===== src/bp_pkg.sv =====
`default_nettype none

package bp_pkg;

  localparam int addr_width = 32;
  localparam int blt_size = 32;
  localparam int blt_index_width = $clog2(blt_size);

  localparam logic [addr_width-1:0] reset_pc = 32'h0000_1000; // first fetch address.
  localparam logic [addr_width-1:0] pc_step = 32'd4;

  // two-bit saturating branch counter.
  typedef enum logic [1:0] {
    strong_not_taken = 2'b00,
    weak_not_taken   = 2'b01,
    weak_taken       = 2'b10,
    strong_taken     = 2'b11
  } counter_t;

  function automatic logic predicts_taken(counter_t state);
    return (state == weak_taken) || (state == strong_taken);
  endfunction

endpackage

`default_nettype wire


===== src/update_port.sv =====
`default_nettype none
`timescale 1ns/1ns

module update_port (
  input  logic                          clk,
  input  logic                          reset,

  input  logic                          update_req,
  input  logic [bp_pkg::addr_width-1:0] update_pc,
  input  logic [bp_pkg::addr_width-1:0] update_target,
  input  logic                          update_taken,
  output logic                          update_ack,

  output logic                          write,
  output logic [bp_pkg::addr_width-1:0] write_key,
  output logic [bp_pkg::addr_width-1:0] write_val,
  output logic                          hit
);

  import bp_pkg::*;

  typedef enum logic {
    idle,
    acked
  } state_t;

  state_t state;

  // handshake fsm.
  always_ff @(posedge clk) begin
    if (reset) begin
      state <= idle;
      write <= 1'b0;
    end else begin
      write <= 1'b0;
      case (state)
        idle: begin
          if (update_req) begin
            state <= acked;
            write <= 1'b1; // one table write per request.
          end
        end
        acked: begin
          if (!update_req) state <= idle; // ack drops with req.
        end
        default: state <= idle;
      endcase
    end
  end

  // request fields, taken at acceptance.
  always_ff @(posedge clk) begin
    if (state == idle && update_req) begin
      write_key <= update_pc;
      write_val <= update_target;
      hit <= update_taken;
    end
  end

  assign update_ack = (state == acked);

  write_single_pulse: assert property (
    @(posedge clk) disable iff (reset)
    write |=> !write
  ) else $error("update_port: write held for two cycles");

endmodule

`default_nettype wire


===== config.mk =====
export PLATFORM = sky130hd
export DESIGN_NAME = update_port
export DESIGN_NICKNAME = d
export VERILOG_FILES = /design/src/bp_pkg.sv /design/src/update_port.sv
export SDC_FILE = /design/constraint.sdc
export NUM_CORES = 1
export LEC_CHECK = 0
export BUFFER_PORTS_ARGS = -buffer_cell sky130_fd_sc_hd__buf_2
export CORE_MARGIN = 8
export CORE_UTILIZATION = 44
export DETAILED_ROUTE_END_ITERATION = 8
export PLACE_DENSITY_LB_ADDON = 0.1
export SLEW_MARGIN = 20
export SYNTH_ARGS = -nofsm -noshare
export SYNTH_HDL_FRONTEND = slang
export SYNTH_SLANG_ARGS = --single-unit

===== constraint.sdc =====
create_clock -name clk -period 8.6 [get_ports clk]
set_input_delay 1.29 -clock clk [delete_from_list [all_inputs] [get_ports clk]]
set_output_delay 1.29 -clock clk [all_outputs]
set_load 0.01 [all_outputs]

* Word level (Yosys, flattened, before mapping)
Cells that the tools add are included.
** Operators by class
- Add/subtract/negate cells :: 0
- Multipliers :: 0
- Div/mod/pow operators :: 0
- Magnitude comparators :: 0
- Eq/ne operators :: 0
- Shifts and indexed selects :: 0
- Muxes and demuxes :: 1
- Bitwise operators :: 1
- Reduce and logical (&&, ||, !) cells :: 2
** Operators by type and width (count)
- OR reduction 2 bit :: 1
- logical AND 1 bit :: 1
- 2-to-1 mux 1 bit :: 1
- inverter 1 bit :: 1
** Storage, ports and cells
- Flip-flop bits (word level) :: 67
- Bits in latches :: 0
- RAM bits :: 0
- Bits in read-only memories :: 0
- Input port bits :: 68
- Output and inout port bits :: 67
- Word-level logic and storage cells :: 9
- Memories :: 0

* Depth between registers and ports, before layout
- Depth after elaboration :: 2
- Depth in mapped cells :: 1

* Worst setup path before layout
OpenSTA, ideal clock, no wires.
- Kind :: input-to-reg
- Start point :: input update_req
- End point :: register hit, enable pin
- Library setup time :: 496 ps
- Arrival time :: 4147 ps
- Data required time :: 8104 ps
- Slack :: 3957 ps
- Stages :: 1
- Path buffers :: 0
- Cells stage by stage :: nor2b_1
** Between the ends
- Longest elaborated chain between the ends :: 1
** RTL lines
- start, declared :: RTL line update_port.sv:8 : input logic update_req,
- logical AND 1 bit :: RTL line update_port.sv:53 : if (state == idle && update_req) begin
- end signal, assigned :: RTL line update_port.sv:56 : hit <= update_taken;
- end, declared :: RTL line update_port.sv:17 : output logic hit
Every way passes these cells.
A chain may end at the register's enable or synchronous reset.

* Final worst setup path
- Start point :: input update_req
- End point :: register write_key[13] (netlist name), enable pin
** Between the ends
- Longest elaborated chain between the ends :: 1
** RTL lines
- logical AND 1 bit :: RTL line update_port.sv:53
- end signal, assigned :: RTL line update_port.sv:54 : write_key <= update_pc;
- end, declared :: RTL line update_port.sv:15 : output logic [bp_pkg::addr_width-1:0] write_key,
Every way passes these cells.

==> metrics.md <==
| Metric | Value |
|---|---|
| Status | finished, final reports clean |
| Psw | 131 µW |
| Yosys top cell area share | 96.8% |
| # resized after CTS | 0 |
| Power Internal | 500 µW |
| R2R setup slack | between 6 and 7 ns |
| Die height | 83.7 µm |
| Fin crit period | 2.34 ns |
| Buffers on Ports | 134 |
| Iter 0 DRT Violations | 69 |
| Fin. max-slew vios | 0 |
| EDFF count, synth | 65 |
| Initial antenna violation count | 0 |
| Total number of vias | 1196 |
| Switching Share | between 20 and 25% |
| Setup TNS | 0 ns |
| Max cap viols | 0 |
| Clock Skew | between 0.004 and 0.005 ns |
| Post-cts hold buffer count | 0 |
| Die Wd | 83.7 µm |
| Sequential share of power | 60.7% |
| Main area contributors after synthesis | edfxtp_1 (97%), dfxtp_1 (2.0%), nor2b_1 (0.62%) |
| Setup ws final | 6.26 ns |
| R2R Path Start | update_ack$_SDFF_PP0_ |
| Clock sinks | 67 |
| # setup viols final | 0 |
| Reg2Reg Depth | 2 |
| Setup WS pre-CTS | approximately 6 ns |
| Placed insts | 257 |
| Hold Path Class | reg2reg |
| FFs w/ async S/R, synth | 0% |
| Critical Path AT | 2.28 ns |
| Post-route insts no fill | 273 |
| Drt drc | 0 |
| Warnings from Yosys | 0 |
| Slew headroom | 54.0% |
| Gr ovfl total | 0 |
| Post-route ant nets | 0 |
| Endpoint class of the critical path | register |
| Htree depth | 3 |
| Die ar. | 7010 µm² |
| RSZ-0062 raised after global routing | no |
| Post-DP HPWL | about 3700 µm |
| Nets | 284 |
| Synthesis-to-layout area growth | 44.7% |
| CTS Buf Count | 9 |
| Fmax | 428 MHz |
| Vias in the first global route | 1334 |
| Synthesized area per cell | 28.8 µm² |
| Final Wtd Congestion | 0.721 |
| Root Driver | clkbuf_8 |
| Total global-route track usage | a little over an eighth |
| Post-CTS setup repair buffer count | 0 |
| Antenna Cells | 0 |
| CORE AREA | 4380 µm² |
| Worst R2R End | write_key[13]$_DFFE_PP_ |
| I/O pins | 135 |
| VDD IR-drop max | 0.147 mV |
| FF+latch count, synth | 67 |
| Tot Pwr | 631 µW |
| Final worst-path cycle share | roughly 27% |
| Slew @ Worst Pin | approximately 0.69 ns |
| CTS tree | built |
| Post-Route WL | 4710 µm |
| Hold path depth | 1 |
| Vias per Instance | between 4 and 5 |
| Routed WL per cell | 17.3 µm |
| CP max FO | 57 |
| Hold_sp | update_ack$_SDFF_PP0_ |
| Final Hold Viols | 0 |
| Syn Nets | 138 |
| Rows | 24 |
| Largest net degree at the start of global routing | a little under 60 |
| Synth cell types | 4 |
| Clock Pin Slew Worst Setup and Hold Paths | 0.06 ns |
| Most frequent cells after synthesis | edfxtp_1 (65), dfxtp_1 (2), nor2b_1 (2), nor3b_2 (1) |
| Clock latency at the later pin of the worst-skew pair | 0.31 ns |
| Comb pwr share | slightly below 8% |
| Cell Pwr Density | 216 nW/µm² |
| Sequential area share after synthesis | 98.8% |
| Most common cell in the synthesized netlist | edfxtp_1 |
| Setup crit start kind | primary input |
| Cell area after synthesis | 2020 µm² |
| First-pass GRT wire length | 7200 µm |
| Initial core utilization | about 46% |
| Drt pass-1 iters | 5 |
| Max clock buf depth | 2 |
| Synth area leader | edfxtp_1 |
| Layout cell share with drive strength beyond 1 | 66.1% |
| Main flop type after synthesis | edfxtp_1 |
| Clock power share | 31.5% |
| Syn Inst Count | 70 |
| CP required | 8.55 ns |
| WS Path Type | in2reg |
| Pleak | around 1.3 nW |
| Worst Hold End | write$_SDFF_PP0_ |
cell type report:
type	instances	area, µm²
tap	52	65.1
timing repair buffer	135	678
fill	331	1470
sequential	67	1990
clock inverter	6	22.5
clock buffer	10	128
multi-input combinational	3	32.5
metal layers:
metal | vias to the layer above | track usage [%] | part of all wire [%]
met5 | - | 0 | 0
met3 | 4 | 8.59 | 13
met1 | 544 | 12.6 | 34
met4 | 0 | 6.59 | 0.72
met2 | 76 | 22.4 | 52
li1 | 572 | - | -
through the flow:
stage                     hold WS, ns  area [µm²]  utilization, %
after detailed placement        0.503        2770            63.1
after global routing            0.545        2920            66.6
final                           0.524        2920            66.6
after CTS                       0.520        2920            66.6
after floorplan                 0.491        2020               -
after global placement          0.500        2770            63.1
cell families after synthesis:
| logic type | share of synthesized area [%] |
|---|---|
| AND/OR/NAND/NOR | 1.24 |
| flip-flops | 98.8 |
layout by cell type (no fill, tap or decap):
cell | synthesis | layout
nor2b_4 | 0 | 1
clkbuf_8 | 0 | 9
buf_4 | 0 | 1
dfxtp_1 | 2 | 2
edfxtp_1 | 65 | 65
buf_2 | 0 | 134
nor3b_2 | 1 | 1
clkinv_1 | 0 | 6
clkbuf_1 | 0 | 1
nor2b_1 | 2 | 1
worst max-delay path by stage:
stage	start	to	slack, ns
floorplan	update_req	hit$_DFFE_PP_	3.96
global placement	update_req	write_key[13]$_DFFE_PP_	5.99
detailed placement	update_req	write_val[17]$_DFFE_PP_	5.92
CTS	update_req	write_key[13]$_DFFE_PP_	6.26
global route	update_req	write_key[24]$_DFFE_PP_	6.16
finish	update_req	write_key[13]$_DFFE_PP_	6.26
sequential cells by signal, summed over array words and instances (netlist names):
signal,flops
write_val,32
hit,1
write_key,32
update_ack,1
write,1
critical path, cell delays in order:
cell and delay [ns]:
buf_2 0.09, nor2b_4 0.26, buf_4 0.62
power by group through the flow:
stage	logic, mW	registers [mW]	clock network [mW]
detailed placement	0.0504	0.391	0
global route	0.0538	0.385	0.221
floorplan	0.00574	0.402	0
finish	0.0491	0.383	0.199
CTS	0.0505	0.384	0.206
global placement	0.0490	0.390	0
Power figures use the tool's default switching activity.
