[src/bp_pkg.sv]
`default_nettype none

package bp_pkg;

  localparam int addr_width = 32;
  localparam int blt_size = 32;
  localparam int blt_index_width = $clog2(blt_size);

  localparam logic [addr_width-1:0] reset_pc = 32'h0000_1000; // first fetch address.
  localparam logic [addr_width-1:0] pc_step = 32'd4;

  // two-bit saturating branch counter.
  typedef enum logic [1:0] {
    strong_not_taken = 2'b00,
    weak_not_taken   = 2'b01,
    weak_taken       = 2'b10,
    strong_taken     = 2'b11
  } counter_t;

  function automatic logic predicts_taken(counter_t state);
    return (state == weak_taken) || (state == strong_taken);
  endfunction

endpackage

`default_nettype wire

[src/next_pc.sv]
`default_nettype none
`timescale 1ns/1ns

module next_pc (
  input  logic                          clk,
  input  logic                          reset,

  input  logic                          fetch_ready,
  input  logic                          redirect,
  input  logic [bp_pkg::addr_width-1:0] redirect_pc,

  input  logic [bp_pkg::addr_width-1:0] read_val,
  input  logic                          read_valid,

  output logic [bp_pkg::addr_width-1:0] fetch_pc
);

  import bp_pkg::*;

  logic [addr_width-1:0] sequential_pc;

  assign sequential_pc = fetch_pc + pc_step;

  // redirect first, then prediction, then fall through.
  always_ff @(posedge clk) begin
    if (reset) begin
      fetch_pc <= reset_pc;
    end else if (redirect) begin
      fetch_pc <= redirect_pc; // applies even under back-pressure.
    end else if (fetch_ready) begin
      fetch_pc <= read_valid ? read_val : sequential_pc;
    end
  end

  // a stalled front end must not lose its place.
  pc_hold_on_stall: assert property (
    @(posedge clk) disable iff (reset)
    (!fetch_ready && !redirect) |=> $stable(fetch_pc)
  ) else $error("next_pc: fetch_pc moved while stalled");

endmodule

`default_nettype wire

[config.mk]
export PLATFORM = sky130hd
export DESIGN_NAME = next_pc
export DESIGN_NICKNAME = d
export VERILOG_FILES = /design/src/bp_pkg.sv /design/src/next_pc.sv
export SDC_FILE = /design/constraint.sdc
export NUM_CORES = 1
export LEC_CHECK = 0
export ABC_AREA = 0
export BUFFER_PORTS_ARGS = -buffer_cell sky130_fd_sc_hd__buf_2
export CORE_MARGIN = 2
export CORE_UTILIZATION = 40
export DETAILED_ROUTE_END_ITERATION = 10
export PLACE_DENSITY = 0.75
export SYNTH_ARGS = -nofsm -noshare
export SYNTH_HDL_FRONTEND = slang
export SYNTH_SLANG_ARGS = --single-unit
[constraint.sdc]
create_clock -name clk -period 2.3 [get_ports clk]
set_clock_uncertainty 0.1 [all_clocks]
set_input_delay 0 -clock clk [delete_from_list [all_inputs] [get_ports clk]]
set_output_delay 0 -clock clk [all_outputs]
set_load 0.02 [all_outputs]
# Word-level counts from Yosys, hierarchy flattened
# Cells that the tools add are included.
dict set report classes {
  n_addsub 1
  mux 3
  reduce_logical 1
}
# operator n
set ops {}
lappend ops {{2-to-1 mux 32 bit} 3}
lappend ops {{adder 32 x 3 -> 32 bit (second input constant)} 1}
lappend ops {{nonzero test 2 bit} 1}
dict set report word_totals {
  reg_bits 32
  inputBits 69
  output_inout_bits 32
  word_cells 6
}

# Logic depth before layout (Yosys ltp)
dict set report logic_depth {
  ltp_word 4
  ltp_mapped 7
  mapped_depth_nobuf 5
}

# Worst setup path after synthesis
# Ideal clock, no wire load.
dict set report synth_path {
  path_type {register -> register}
  startpoint {reg fetch_pc[2] in the netlist's numbering}
  endpoint {reg fetch_pc[24] in the netlist's numbering}
  setup_time_ps 62
  arrival_ps 1978
  required_time_ps 2138
  slack_ps 160
  path_stages_with_launch 7
  n_path_buf 1
  synth_period_minus_slack_ps 2140
  path_cell_list {dfxtp_1 ha_1 nand3_1 or4_1 buf_2 or3_1 nand3_1}
}
dict set report synth_between {
  elab_chain_cells 4
}
# element line_no
set synth_lines {}
lappend synth_lines {{start, declared} next_pc.sv:15} ;# output logic [bp_pkg::addr_width-1:0] fetch_pc
lappend synth_lines {{start signal, assigned} next_pc.sv:27} ;# fetch_pc <= reset_pc;
lappend synth_lines {{start signal, assigned} next_pc.sv:29} ;# fetch_pc <= redirect_pc;
lappend synth_lines {{start signal, assigned} next_pc.sv:31} ;# fetch_pc <= read_valid ? read_val : sequential_pc;
lappend synth_lines {{adder 32 x 3 -> 32 bit} next_pc.sv:22} ;# assign sequential_pc = fetch_pc + pc_step;
lappend synth_lines {{2-to-1 mux 32 bit} next_pc.sv:31}
lappend synth_lines {{2-to-1 mux 32 bit} next_pc.sv:30} ;# end else if (fetch_ready) begin
lappend synth_lines {{2-to-1 mux 32 bit} next_pc.sv:28} ;# end else if (redirect) begin
# Every way passes these cells. The select of a mux whose other input is x is not followed.
# A chain may end at the register's enable or synchronous reset.

# Final worst setup path
# Same ends and word-level chain as after synthesis.

==> results <==
- The mean instance size in the synthesized netlist is 7.17 um^2.
- The largest registers in the layout are fetch_pc: 32 flops.
- The sequential cell area is 641 um^2.
- The number of standard cells in the layout, taps in and fillers out is 530.
- After detailed placement, the design holds a cell count of 510.
- The critical path arrival is 2.18 ns.
- At the later pin of the worst-skew pair, clock insertion delay measures 0.29 ns.
- The share of the Yosys chip area taken by registers is 0.257.
- The CTS tree is yes.
- Of all flip-flops after synthesis, the portion carrying an async set or reset was 0.
- The clock slew at the register clock pins of the worst setup and hold paths is 0.07 ns.
- For this design the ratio of total power to cell area is 474 nW/um^2.
- The register with the highest flop count is fetch_pc.
- The largest stage delay on the critical path is 0.54 ns.
- The cell that appears most often on the critical path is sky130_fd_sc_hd__nand3_1.
- The congestion estimate from routability-driven global placement came to 0.947.
- Derived from the worst setup path, the maximum achievable clock frequency is 0.487 GHz.
- The maximum VDD drop is 0.000260 V.
- At the pin with the least slew margin, the transition time is 0.851 ns.
- The count of clock tree sinks is 32.
- Traced cell by cell, the critical path runs through ha_1, nand3_1, or4_1, or3_1, nand3_1.
- The total negative slack for setup checks is 0 ns.
- The worst hold path begins at read_val[16].
- Among all flip-flop cells after synthesis, the most frequent one is sky130_fd_sc_hd__dfxtp_1.
- The worst hold path class is input pin to register.
- Once detailed placement completed, the half-perimeter wirelength came to 6.06 mm.
- The post-synthesis cell area is 2490 um^2.
- The startpoint of the worst register-to-register path is fetch_pc[2].
- The post-route fraction of the period consumed by the critical path is 0.893.
- The total number of vias is 3,188.
- Of the cells placed in the final design, the portion with a size suffix greater than 1 is 0.299.
- The initial antenna violation count was 0.
- The biggest area contributor in the post-synthesis netlist is sky130_fd_sc_hd__dfxtp_1.
- Of all nets on the critical path, the largest fanout is 7.
- The standby leakage power is 1.43 nW.
- The total grt overflow is 0.
- The clock tree root buffer cell is sky130_fd_sc_hd__clkbuf_8.
- Entering global routing, the biggest net connects 30 pins.
- The floorplan die width is 82.9 um.
- Setup repair after global routing left no endpoint under its margin.
- The global router's overall resource usage is 0.241.
- Of the post-synthesis cell area, the dominant cell type holds 0.257.
- The H-tree was split into 2 levels.
- The classification of the worst setup path is register to register.
- The number of enable flip-flop cells after synthesis is 0.
- The post-route antenna net violation count is 0.
- Headroom to the max-slew limit came out at 0.431.
- The worst setup slack for register-to-register paths is 0.25 ns.
- The signed area change from the synthesized netlist to the final layout is 32.8%.
- In the post-synthesis netlist, the biggest area contributors are sky130_fd_sc_hd__dfxtp_1, sky130_fd_sc_hd__nand3_1, sky130_fd_sc_hd__nor2_1.
- The boundary pin count is 101.
- The final wirelength is 8.66 mm.
- The initial cell density of the core is 0.418.
- The standard-cell row count is 28.
- The number of max-slew violations in the final report came to 0.
- STA classifies the critical path startpoint as a register.
- The deepest clock path buffer count is 2.
- The distinct cell type count after synthesis is 54.
- Counting the fill cells in the layout gives 591.
- The pre-antenna-repair detailed-routing pass consisted of 5 iterations.
- The detailed router finished its first iteration with 257 violations.
- The number of synthesized register bits is 32.
- The number of antenna repair diodes is 0.
- Summing all multi-input logic gate instances after layout gives 1670 um^2.
- The Yosys warning count is 0.
- Leaving out fill and tap cells, the most frequent cells in the layout are sky130_fd_sc_hd__buf_2, sky130_fd_sc_hd__dfxtp_1, sky130_fd_sc_hd__nor2_1.
- The required time of the worst setup path is 2.42 ns.
- During placement, the flow inserted port buffers numbering 100.
- The hold violation total from the final report is 0.
- The final critical path time including I/O delays and setup is 2.05 ns.
- The layout net count is 524.
- The die is 82.9 um tall.
- The capture instance of the worst register-to-register path is fetch_pc[24].
- The via density per instance is 6.02.
- The count of unresolved DRC violations after routing is 0.
- The flow ran to the end, and the final reports show no timing, DRC or antenna violations.
- The first global-routing pass estimated 14.0 mm of wire.
- The number of standard cells after synthesis is 347.
- Leaving out fill and tap cells, the most frequent cell in the layout is sky130_fd_sc_hd__buf_2.
- The total area inside the core boundary comes to 5960 um^2.
- The tool flagged a number of max-cap violations equal to 0.
- The cell at the slowest stage of the critical path is sky130_fd_sc_hd__or4_1.
- Counting the buffers created by CTS gives 5.
- The destination of the worst hold path is fetch_pc[16].
- The capturing element type of the critical path is a register.
- After clock tree synthesis, the setup repair step added 0 buffers.
- The total setup violations reported at the end of the flow is 0.
- The via count of the first global-routing pass was 3,029.
- The number of cells on the worst reg-to-reg path is 5.
- The total die area is 6870 um^2.
- The register with the most flip-flops in the layout has 32 of them.
- When the netlist entered floorplanning its net count stood at 417.
- After detailed routing, the average wire length per cell comes to 16.3 um.
- Along the worst hold path, the cell count comes to 5.
==> metal layers <==
metal | share of wire | wire (um) | up-vias | global-route usage
met3 | 0.076 | 657 | 14 | 0.0477
met5 | 0 | 0 | - | 0
met1 | 0.43 | 3680 | 1478 | 0.304
met4 | 0.016 | 137 | 0 | 0.0760
met2 | 0.48 | 4180 | 145 | 0.412
li1 | - | - | 1551 | -
==> how the worst max path moves through the flow <==
stage	from	to	slack, ns
floorplan	fetch_pc[2]	fetch_pc[24]	0.16
global placement	fetch_pc[2]	fetch_pc[24]	0.34
detailed placement	fetch_pc[2]	fetch_pc[24]	0.30
CTS	fetch_pc[2]	fetch_pc[24]	0.27
global route	fetch_pc[2]	fetch_pc[24]	0.13
finish	fetch_pc[2]	fetch_pc[24]	0.25
==> report_power, final <==
| part | switching [mW] | internal [mW] | leakage (nW) |
|---|---|---|---|
| sequential | 0.0667 | 0.599 | 0.265 |
| combinational | 0.250 | 0.190 | 1.11 |
| clock | 0.223 | 0.239 | 0.0510 |
==> stage by stage <==
stage / power (mW) / worst slack, ns / hold slack, ns / utilization / cell area, um^2
floorplan: 0.920 / 0.160 / 0.0437 / - / 2490
global placement: 1.09 / 0.344 / 0.147 / 0.519 / 3090
detailed placement: 1.10 / 0.298 / 0.149 / 0.519 / 3090
CTS: 1.57 / 0.268 / 0.00602 / 0.555 / 3310
global route: 1.64 / 0.131 / 0.0291 / 0.555 / 3310
finish: 1.57 / 0.246 / 0.00337 / 0.555 / 3310
==> critical path, delay by kind of cell, from the launching register on <==
family / cells / cell delay (ns)
and+or+nand+nor: 4 / 1.18
DFF: 1 / 0.43
adders and majority gates: 1 / 0.28
==> cell families (layout without fill, tap and decap cells) <==
logic type / Yosys count / count (layout) / share of synthesized area
muxes: 3 / 3 / 0.0121
adders and majority gates: 1 / 1 / 0.00503
AOI/OAI and AO/OA: 104 / 104 / 0.291
buffers and inverters: 45 / 153 / 0.0714
xor gates and xnor gates: 1 / 1 / 0.00352
DFF: 32 / 32 / 0.257
and+or+nand+nor: 161 / 161 / 0.359
==> repair_timing <==
action	4_1_cts	5_1_grt
gates resized for setup	0	0
hold buffers	12	0
hold endpoints to repair	10	0
==> synthesized netlist by cell type, drive strengths merged (2+ instances only) <==
master	n
mux2i	3
a31oi	7
clkbuf	19
o21a	3
buf	10
o211ai	4
nor3	15
or2	3
inv	15
nor2b	8
o311a	2
o21ai	16
nor2	28
o22ai	6
a311oi	6
nand4	10
nand2b	4
and3	7
o2111ai	3
or3	4
or4	9
a221oi	7
a21o	2
a22o	5
o211a	2
a211o	4
nand2	26
nor4	16
a211oi	11
a21oi	20
nand3	24
dfxtp	32
a2111oi	3
and4	2
==> cell type report <==
type	count	area share
Clock buffer	6	0.0250
Clock inverter	2	0.00303
Inverter	16	0.0182
Multi-Input combinational cell	270	0.505
Sequential cell	32	0.194
Tap cell	75	0.0284
Timing Repair Buffer	129	0.226
No activity file was read; power rests on OpenSTA's default activity.
