## src/bp_pkg.sv

```systemverilog
`default_nettype none

package bp_pkg;

  localparam int addr_width = 32;
  localparam int blt_size = 32;
  localparam int blt_index_width = $clog2(blt_size);

  localparam logic [addr_width-1:0] reset_pc = 32'h0000_1000; // first fetch address.
  localparam logic [addr_width-1:0] pc_step = 32'd4;

  // two-bit saturating branch counter.
  typedef enum logic [1:0] {
    strong_not_taken = 2'b00,
    weak_not_taken   = 2'b01,
    weak_taken       = 2'b10,
    strong_taken     = 2'b11
  } counter_t;

  function automatic logic predicts_taken(counter_t state);
    return (state == weak_taken) || (state == strong_taken);
  endfunction

endpackage

`default_nettype wire

```

## src/match_encoder.sv

```systemverilog
`default_nettype none
`timescale 1ns/1ns

module match_encoder #(
  parameter int width = bp_pkg::blt_size
) (
  input  logic [width-1:0]                  match,
  output logic [bp_pkg::blt_index_width-1:0] index
);

  import bp_pkg::*;

  logic [blt_index_width-1:0] position;

  // or of all set positions, exact as long as match is one-hot.
  always_comb begin
    position = '0;
    for (int i = 0; i < width; i++) begin
      if (match[i]) begin
        position = position | blt_index_width'(i);
      end
    end
  end

  assign index = position;

  // keys in the table are unique, so two matches mean the table is corrupt.
  always_comb begin
    assert ($onehot0(match))
      else $error("match_encoder: match %b has more than one bit set", match);
  end

endmodule

`default_nettype wire

```

## src/blt.sv

```systemverilog
`default_nettype none
`timescale 1ns/1ns

module blt (
  input  logic                          clk,
  input  logic                          reset,

  input  logic                          write,
  input  logic [bp_pkg::addr_width-1:0] write_key,
  input  logic [bp_pkg::addr_width-1:0] write_val,
  input  logic                          hit,

  input  logic [bp_pkg::addr_width-1:0] read_key,
  output logic [bp_pkg::addr_width-1:0] read_val,
  output logic                          read_valid
);

  import bp_pkg::*;

  localparam logic [blt_index_width-1:0] last_index = blt_index_width'(blt_size - 1);

  // key = branch pc, val = branch target.
  logic [addr_width-1:0] keys [blt_size];
  logic [addr_width-1:0] vals [blt_size];
  counter_t              counters [blt_size];
  logic [blt_size-1:0]   valid;

  logic [blt_index_width-1:0] ptr; // round-robin replacement slot.
  logic [blt_index_width-1:0] ptr_next;

  logic [blt_size-1:0]        read_match;
  logic [blt_index_width-1:0] read_index;
  logic [blt_size-1:0]        write_match;
  logic [blt_index_width-1:0] write_index;
  logic                       write_known;

  function automatic counter_t step_counter(counter_t state, logic taken);
    if (taken) begin
      return (state == strong_taken) ? strong_taken : counter_t'(state + 2'd1);
    end
    return (state == strong_not_taken) ? strong_not_taken : counter_t'(state - 2'd1);
  endfunction

  always_comb begin
    for (int j = 0; j < blt_size; j++) begin
      read_match[j] = valid[j] && (keys[j] == read_key) && predicts_taken(counters[j]);
      write_match[j] = valid[j] && (keys[j] == write_key);
    end
  end

  match_encoder #(
    .width (blt_size)
  ) u_read_encoder (
    .match (read_match),
    .index (read_index)
  );

  match_encoder #(
    .width (blt_size)
  ) u_write_encoder (
    .match (write_match),
    .index (write_index)
  );

  assign read_val = vals[read_index];
  assign read_valid = |read_match;

  assign write_known = |write_match;
  assign ptr_next = (ptr == last_index) ? '0 : ptr + 1'b1;

  always_ff @(posedge clk) begin
    if (reset) begin
      for (int i = 0; i < blt_size; i++) begin
        keys[i] <= '0;
        counters[i] <= strong_not_taken;
      end
      valid <= '0;
      ptr <= '0;
    end else if (write) begin
      if (write_known) begin
        counters[write_index] <= step_counter(counters[write_index], hit);
      end else begin
        keys[ptr] <= write_key; // allocate a new entry.
        counters[ptr] <= hit ? strong_taken : strong_not_taken;
        valid[ptr] <= 1'b1;
        ptr <= ptr_next;
      end
    end
  end

  // targets.
  always_ff @(posedge clk) begin
    if (write) begin
      if (write_known) begin
        if (hit) begin
          vals[write_index] <= write_val; // keep old target on not taken.
        end
      end else begin
        vals[ptr] <= write_val;
      end
    end
  end

  // an update may only ever refer to one existing entry.
  write_single_match: assert property (
    @(posedge clk) disable iff (reset)
    write |-> $onehot0(write_match)
  ) else $error("blt: write key %h matches more than one entry", write_key);

endmodule

`default_nettype wire

```

## config.mk

```make
export PLATFORM = sky130hd
export DESIGN_NAME = blt
export DESIGN_NICKNAME = d
export VERILOG_FILES = /design/src/bp_pkg.sv /design/src/match_encoder.sv /design/src/blt.sv
export SDC_FILE = /design/constraint.sdc
export NUM_CORES = 2
export LEC_CHECK = 0
export ABC_AREA = 0
export BUFFER_PORTS_ARGS = -buffer_cell sky130_fd_sc_hd__buf_2
export CAP_MARGIN = 15
export CORE_AREA = 4 4 559 561
export CTS_CLUSTER_SIZE = 40
export DETAILED_ROUTE_END_ITERATION = 12
export DIE_AREA = 0 0 563 565
export PLACE_DENSITY = 0.62
export RECOVER_POWER = 25
export SLEW_MARGIN = 20
export SYNTH_ARGS = -nofsm -noshare
export SYNTH_HDL_FRONTEND = slang
export SYNTH_SLANG_ARGS = --single-unit
```

## constraint.sdc

```tcl
create_clock -name clk -period 5.8 [get_ports clk]
set_input_delay 0.29 -clock clk [delete_from_list [all_inputs] [get_ports clk]]
set_output_delay 0.29 -clock clk [all_outputs]
set_load 0.01 [all_outputs]
```

== After elaboration in Yosys (flattened, before gate mapping) ==
Memory sizes are Yosys's and may differ from the RTL's.
Cells that the tools add are included.

* $add $sub $neg: 3
* $lt $le $gt $ge: 2
* Equal/unequal tests: 131
* Mux-type cells: 116
* Bitwise logic cells: 1
* Reduce and logical (&&, ||, !) cells: 138

{| class="wikitable"
|+ Operators with widths
! operator !! number
|-
| 32-bit equality test || 64
|-
| 32-bit two-way mux || 7
|-
| 5-bit two-way mux || 42
|-
| 2-bit equality test, second input constant || 65
|-
| 32-bit OR reduction || 4
|-
| 1-bit logical AND || 97
|-
| 4-bit two-way mux || 16
|-
| 2-bit two-way mux || 17
|-
| 1-bit logical OR || 32
|-
| 32-bit OR || 1
|-
| 1-bit two-way mux || 25
|-
| 3-bit two-way mux || 8
|-
| 5-bit by 6-bit < comparator with 1-bit output, second input constant || 1
|-
| 5-bit by 1-bit adder with 5-bit output, second input constant || 1
|-
| 1-bit demux with 5-bit select || 1
|-
| 5-bit equality test, second input constant || 1
|-
| 5-bit by 1-bit greater-or-equal comparator with 1-bit output, second input constant || 1
|-
| 2-bit OR reduction || 2
|-
| 2-bit by 1-bit adder with 2-bit output, second input constant || 1
|-
| 2-bit logical NOT || 1
|-
| 2-bit inequality test, second input constant || 1
|-
| 2-bit AND reduction || 1
|-
| 2-bit nonzero test || 1
|-
| 2-bit by 1-bit subtractor with 2-bit output, second input constant || 1
|}

* Register bits after elaboration: 37
* Memory bits (writable): 2112
* Bits of input ports: 100
* Memories kept: 3

{| class="wikitable"
|+ Memory list
! name !! words !! width !! read ports !! clocked after Yosys merged registers in !! wr ports !! RTL line !! source
|-
| keys || 32 || 32 || 32 || 0 || 32 || blt.sv:23 || <nowiki>logic [addr_width-1:0] keys [blt_size];</nowiki>
|-
| vals || 32 || 32 || 1 || 0 || 1 || blt.sv:24 || <nowiki>logic [addr_width-1:0] vals [blt_size];</nowiki>
|-
| counters || 32 || 2 || 33 || 0 || 32 || blt.sv:25 || <nowiki>counter_t counters [blt_size];</nowiki>
|}

== Longest topological paths before layout ==
An unclocked memory read counts as a cell.

* Depth in word-level cells: 47
* Gate-level depth with buffers: 21

== Modules after synthesis ==
Synthesis repeated with hierarchy kept, for this count alone.

* Cells, all modules: 7676
* Area, all modules: 107157.8 sq um

{| class="wikitable"
|+ Modules (own cells, without submodules)
! module !! instances !! cells an instance !! area an instance (sq um) !! sequential area each (sq um)
|-
| blt || 1 || 7628 || 106882.5 || 64161.5
|-
| match_encoder || 2 || 24 || 137.6 || 0.0
|}

== Worst setup path after synthesis ==
No wires, ideal clock.

* Kind: in2reg
* Start point: input write_key[6] in the netlist's numbering
* End point: memory keys[3][0] (enable)
* Arrival: 5.041 ns
* Setup slack: 0.293 ns
* Cell stages on the path: 14
* Buffers on the path: 5
* Cells stage by stage: buf_4 -> buf_4 -> xor2_1 -> nor4_1 -> and3_1 -> nand3_1 -> o2111ai_1 -> a311oi_2 -> and4_1 -> buf_2 -> nand2_1 -> clkbuf_1 -> clkbuf_1 -> o21ai_0

{| class="wikitable"
|+ RTL lines
! element !! RTL line !! source
|-
| from (decl) || blt.sv:9 || <nowiki>input logic [bp_pkg::addr_width-1:0] write_key,</nowiki>
|-
| to (decl) || blt.sv:23 ||
|}

==> impl_summary.log <==
[metrics] status: finished with violations
[metrics] violations in the final reports: negative setup slack
[metrics] most common library cells after synthesis: sky130_fd_sc_hd__edfxtp_1, sky130_fd_sc_hd__xor2_1, sky130_fd_sc_hd__mux2i_1
[metrics] overall routing resource usage: 0.306
[metrics] worst r2r path cells: 14
[metrics] pin count of the biggest net entering global routing: 73
[metrics] terminating pin of the worst hold path: keys[7][6]
[metrics] die boundary width: 563 um
[metrics] slew at the pin with the worst max-slew slack: 1.36 ns
[metrics] Final TNS setup: -26.29 ns
[metrics] clock slew at the register clock pins of the worst setup and hold paths: 0.07 ns
[metrics] data arrival time of the critical path: 5.77 ns
[metrics] biggest area contributors in the synthesized netlist: sky130_fd_sc_hd__edfxtp_1, sky130_fd_sc_hd__mux2i_1, sky130_fd_sc_hd__xor2_1
[metrics] routability congestion estimate: 1.01
[metrics] achievable frequency: 165 MHz
[metrics] number of design-rule violations left by the first detailed-router iteration: 11400
[metrics] final wirelength: 504000 um
[metrics] HPWL after DPL: 340000 um
[metrics] area fraction of the dominant cell type after synthesis: 0.560
[metrics] most instantiated flip-flop cell in the synthesis netlist: sky130_fd_sc_hd__edfxtp_1
[metrics] syn avg cell area: 12.7 um2
[metrics] total global routing overflow: 0
[metrics] final setup slack of the worst path: -0.258 ns
[metrics] Netlist Area Pre-Place: between 0.1 and 0.15 mm2
[metrics] final critical path time including I/O delays and setup: 6.06 ns
[metrics] final count of pins violating max slew: 0
[metrics] post-synthesis cell count: 8907
[metrics] largest fanout on the critical path: 18
[metrics] Vert. Die Dim: 565 um
[metrics] Power, Total: 37100 uW
[metrics] setup-violating endpoint count in the final report: 417
[metrics] wire length of the first global-routing pass: 678000 um
[metrics] unrepaired setup endpoints after global routing: true
[metrics] drt via density: 5.98
[metrics] clk_skew: around 0.11 ns
[metrics] die area: 0.318 mm2
[metrics] number of antenna violations at the first check in global routing: 41
[metrics] Cell Pwr Density: between 200 and 300 mW/mm2
[metrics] Hold Startpoint: write_key[6]
[metrics] share of synthesized registers carrying an async set or reset: 0
[metrics] number of iterations in the first detailed-routing pass: 8
[metrics] Final Cycle Share: 1.04
[metrics] Yosys warning total: 0
[metrics] net count of the finished layout: 9642
[metrics] via count of the first global-routing pass: 80400
[metrics] FP Rows: 204
[metrics] Worst Path Required: between 5 and 6 ns
[metrics] classification of the worst setup path: reg -> out
[metrics] starting density of the core: 0.368
[metrics] clock latency reported for the late side of the worst-skew pair: 0.95 ns
[metrics] instance count along the most critical hold path: 2
[metrics] number of flip-flops and latches in the synthesized netlist: 2149
[metrics] via count: roughly 83000
[metrics] final core utilization: 0.437
[metrics] drt wl/cell: 36.3 um
[metrics] setup slack, reg-to-reg: -0.17 ns
[metrics] reported leakage power: 0.0441 uW
[metrics] Post-DRT Antenna Nets: 0
[metrics] Clock Tree Root: sky130_fd_sc_hd__clkbuf_16
[metrics] startpoint of the lowest-slack register-to-register path: keys[1][0]
[metrics] CTS sink cnt: 2149
[metrics] Post-synth EDFFs: 2112
[metrics] worst slew slack as a fraction of its limit: 0.0953
[metrics] total of buffers placed on input and output ports: roughly 130
[metrics] clk buf depth: 4
[metrics] post-placement worst setup slack: -0.363 ns
[metrics] reg-to-reg endpoint: keys[14][1]
[metrics] number of maximum-capacitance violations: 0
[metrics] area growth from synthesis to layout: 18.9%
[metrics] H-Tree Depth: 4
[metrics] peak ir drop on the vdd network: 0.346 mV
[metrics] class of the worst hold path: in -> reg
[metrics] number of placed I/O pins: ~130
[metrics] critical path capture point type: output pin
[metrics] clock tree from TritonCTS: built
[metrics] proportion of synthesized chip area in sequential cells: 0.567
[metrics] worst slack on hold paths: 0.0720 ns
[metrics] number of unique standard cell types used by synthesis: 86
[metrics] Final Hold Fails: 0
[metrics] CORE AREA: 0.308 mm2
[metrics] Worst Setup Start Kind: flop
[metrics] Synth Net Count: 9012
[metrics] library cell occupying the most area in the post-synthesis netlist: sky130_fd_sc_hd__edfxtp_1
[metrics] DRC: 0
[metrics] dominant cell by count in the synthesized netlist: sky130_fd_sc_hd__edfxtp_1
[metrics] number of buffers created by CTS: around 240
[metrics] fraction of final layout cells sized beyond drive strength 1: 0.155
==> area by class of cell <==
type                       count  area (um2)
sequential                  2149       64200
multi-input combinational   6060       46100
antenna                       13        32.5
clock buffer                 295        6260
tap                         4120        5150
timing repair buffer        1038       11200
clock inverter               142        1530
fill                       28100      173000
inverter                      49         188
==> critical path, cell delays in order, from the launching register on <==
cell and delay (ns):
sky130_fd_sc_hd__edfxtp_1 0.42, sky130_fd_sc_hd__xnor2_1 0.37, sky130_fd_sc_hd__nor4b_1 0.30, sky130_fd_sc_hd__nand4_1 0.16
sky130_fd_sc_hd__or4_4 0.46, sky130_fd_sc_hd__nor4b_4 0.27, sky130_fd_sc_hd__nand4b_1 0.50, sky130_fd_sc_hd__o2111a_2 0.38
sky130_fd_sc_hd__nand4_1 0.13, sky130_fd_sc_hd__buf_12 0.13, sky130_fd_sc_hd__buf_16 0.18, sky130_fd_sc_hd__buf_16 0.21
sky130_fd_sc_hd__buf_12 0.19, sky130_fd_sc_hd__mux2i_2 0.23, sky130_fd_sc_hd__mux2i_1 0.09, sky130_fd_sc_hd__mux2i_1 0.17
sky130_fd_sc_hd__mux2i_1 0.10, sky130_fd_sc_hd__mux2_4 0.36, sky130_fd_sc_hd__buf_6 0.15
==> layer usage <==
metal / part of all wire / up-vias / GRT usage
li1: - / 34000 / -
met3: 0.11 / 1327 / 0.0705
met1: 0.40 / 42300 / 0.409
met2: 0.43 / 5364 / 0.457
met5: 0.00020 / - / 0
met4: 0.071 / 16 / 0.172
==> through the flow <==
stage          instances  instance area (um2)
3_3_place_gp       13300               125000
3_5_place_dp       13300               125000
6_report           13900               135000
5_1_grt            13900               135000
2_1_floorplan       8907               113000
4_1_cts            13800               134000
==> cell families after synthesis <==
logic type,Yosys count,share of synthesized area
DFF,2149,0.567
xor gates and xnor gates,2003,0.155
AOI/OAI and AO/OA,221,0.0138
muxes,1035,0.0919
and+or+nand+nor,2796,0.139
adders and majority gates,5,0.000553
buffers and inverters,698,0.0328
==> flip-flops by register name, summed over array words and instances, names as in the netlist <==
| register | count |
|---|---|
| vals | 1024 |
| ptr | 5 |
| counters | 64 |
| keys | 1024 |
| valid | 32 |
==> placed cells by master, fill, tap and decap left out, types with 47 or more instances in the layout <==
master / count
sky130_fd_sc_hd__clkbuf_16: 240
sky130_fd_sc_hd__nand3_1: 111
sky130_fd_sc_hd__buf_4: 646
sky130_fd_sc_hd__mux2i_1: 981
sky130_fd_sc_hd__xor2_1: 1101
sky130_fd_sc_hd__nand2b_1: 52
sky130_fd_sc_hd__nor2_1: 225
sky130_fd_sc_hd__nand4_1: 354
sky130_fd_sc_hd__nor4_1: 412
sky130_fd_sc_hd__clkinv_2: 47
sky130_fd_sc_hd__xnor2_1: 900
sky130_fd_sc_hd__nor3_1: 619
sky130_fd_sc_hd__buf_12: 217
sky130_fd_sc_hd__nand2_1: 210
sky130_fd_sc_hd__clkbuf_1: 86
sky130_fd_sc_hd__edfxtp_1: 2112
sky130_fd_sc_hd__and2_1: 519
==> report_power, final <==
part	internal (uW)	switching [uW]
combinational	1190	2770
sequential	17400	332
clock	8780	6670
==> worst max path at each step <==
| stage | end | cells past startpoint | start |
|---|---|---|---|
| after floorplan | keys[3][0] | 14 | write_key[6] |
| after global placement | read_val[3] | 19 | read_key[25] |
| after detailed placement | read_val[5] | 19 | read_key[25] |
| after CTS | read_val[3] | 18 | keys[30][29] |
| after global routing | read_val[3] | 18 | keys[30][4] |
| final | read_val[3] | 18 | keys[30][13] |
==> what timing repair did <==
action                                  in CTS  in global routing
setup buffers                               36                 17
endpoints found under the hold margin     1051                  0
cloned                                      14                  1
hold buffers                                41                  0
pin swaps                                    7                  6
endpoints found under the setup margin      32                238
gates resized for setup                    136                 25
(Power assumes the default switching activity.)
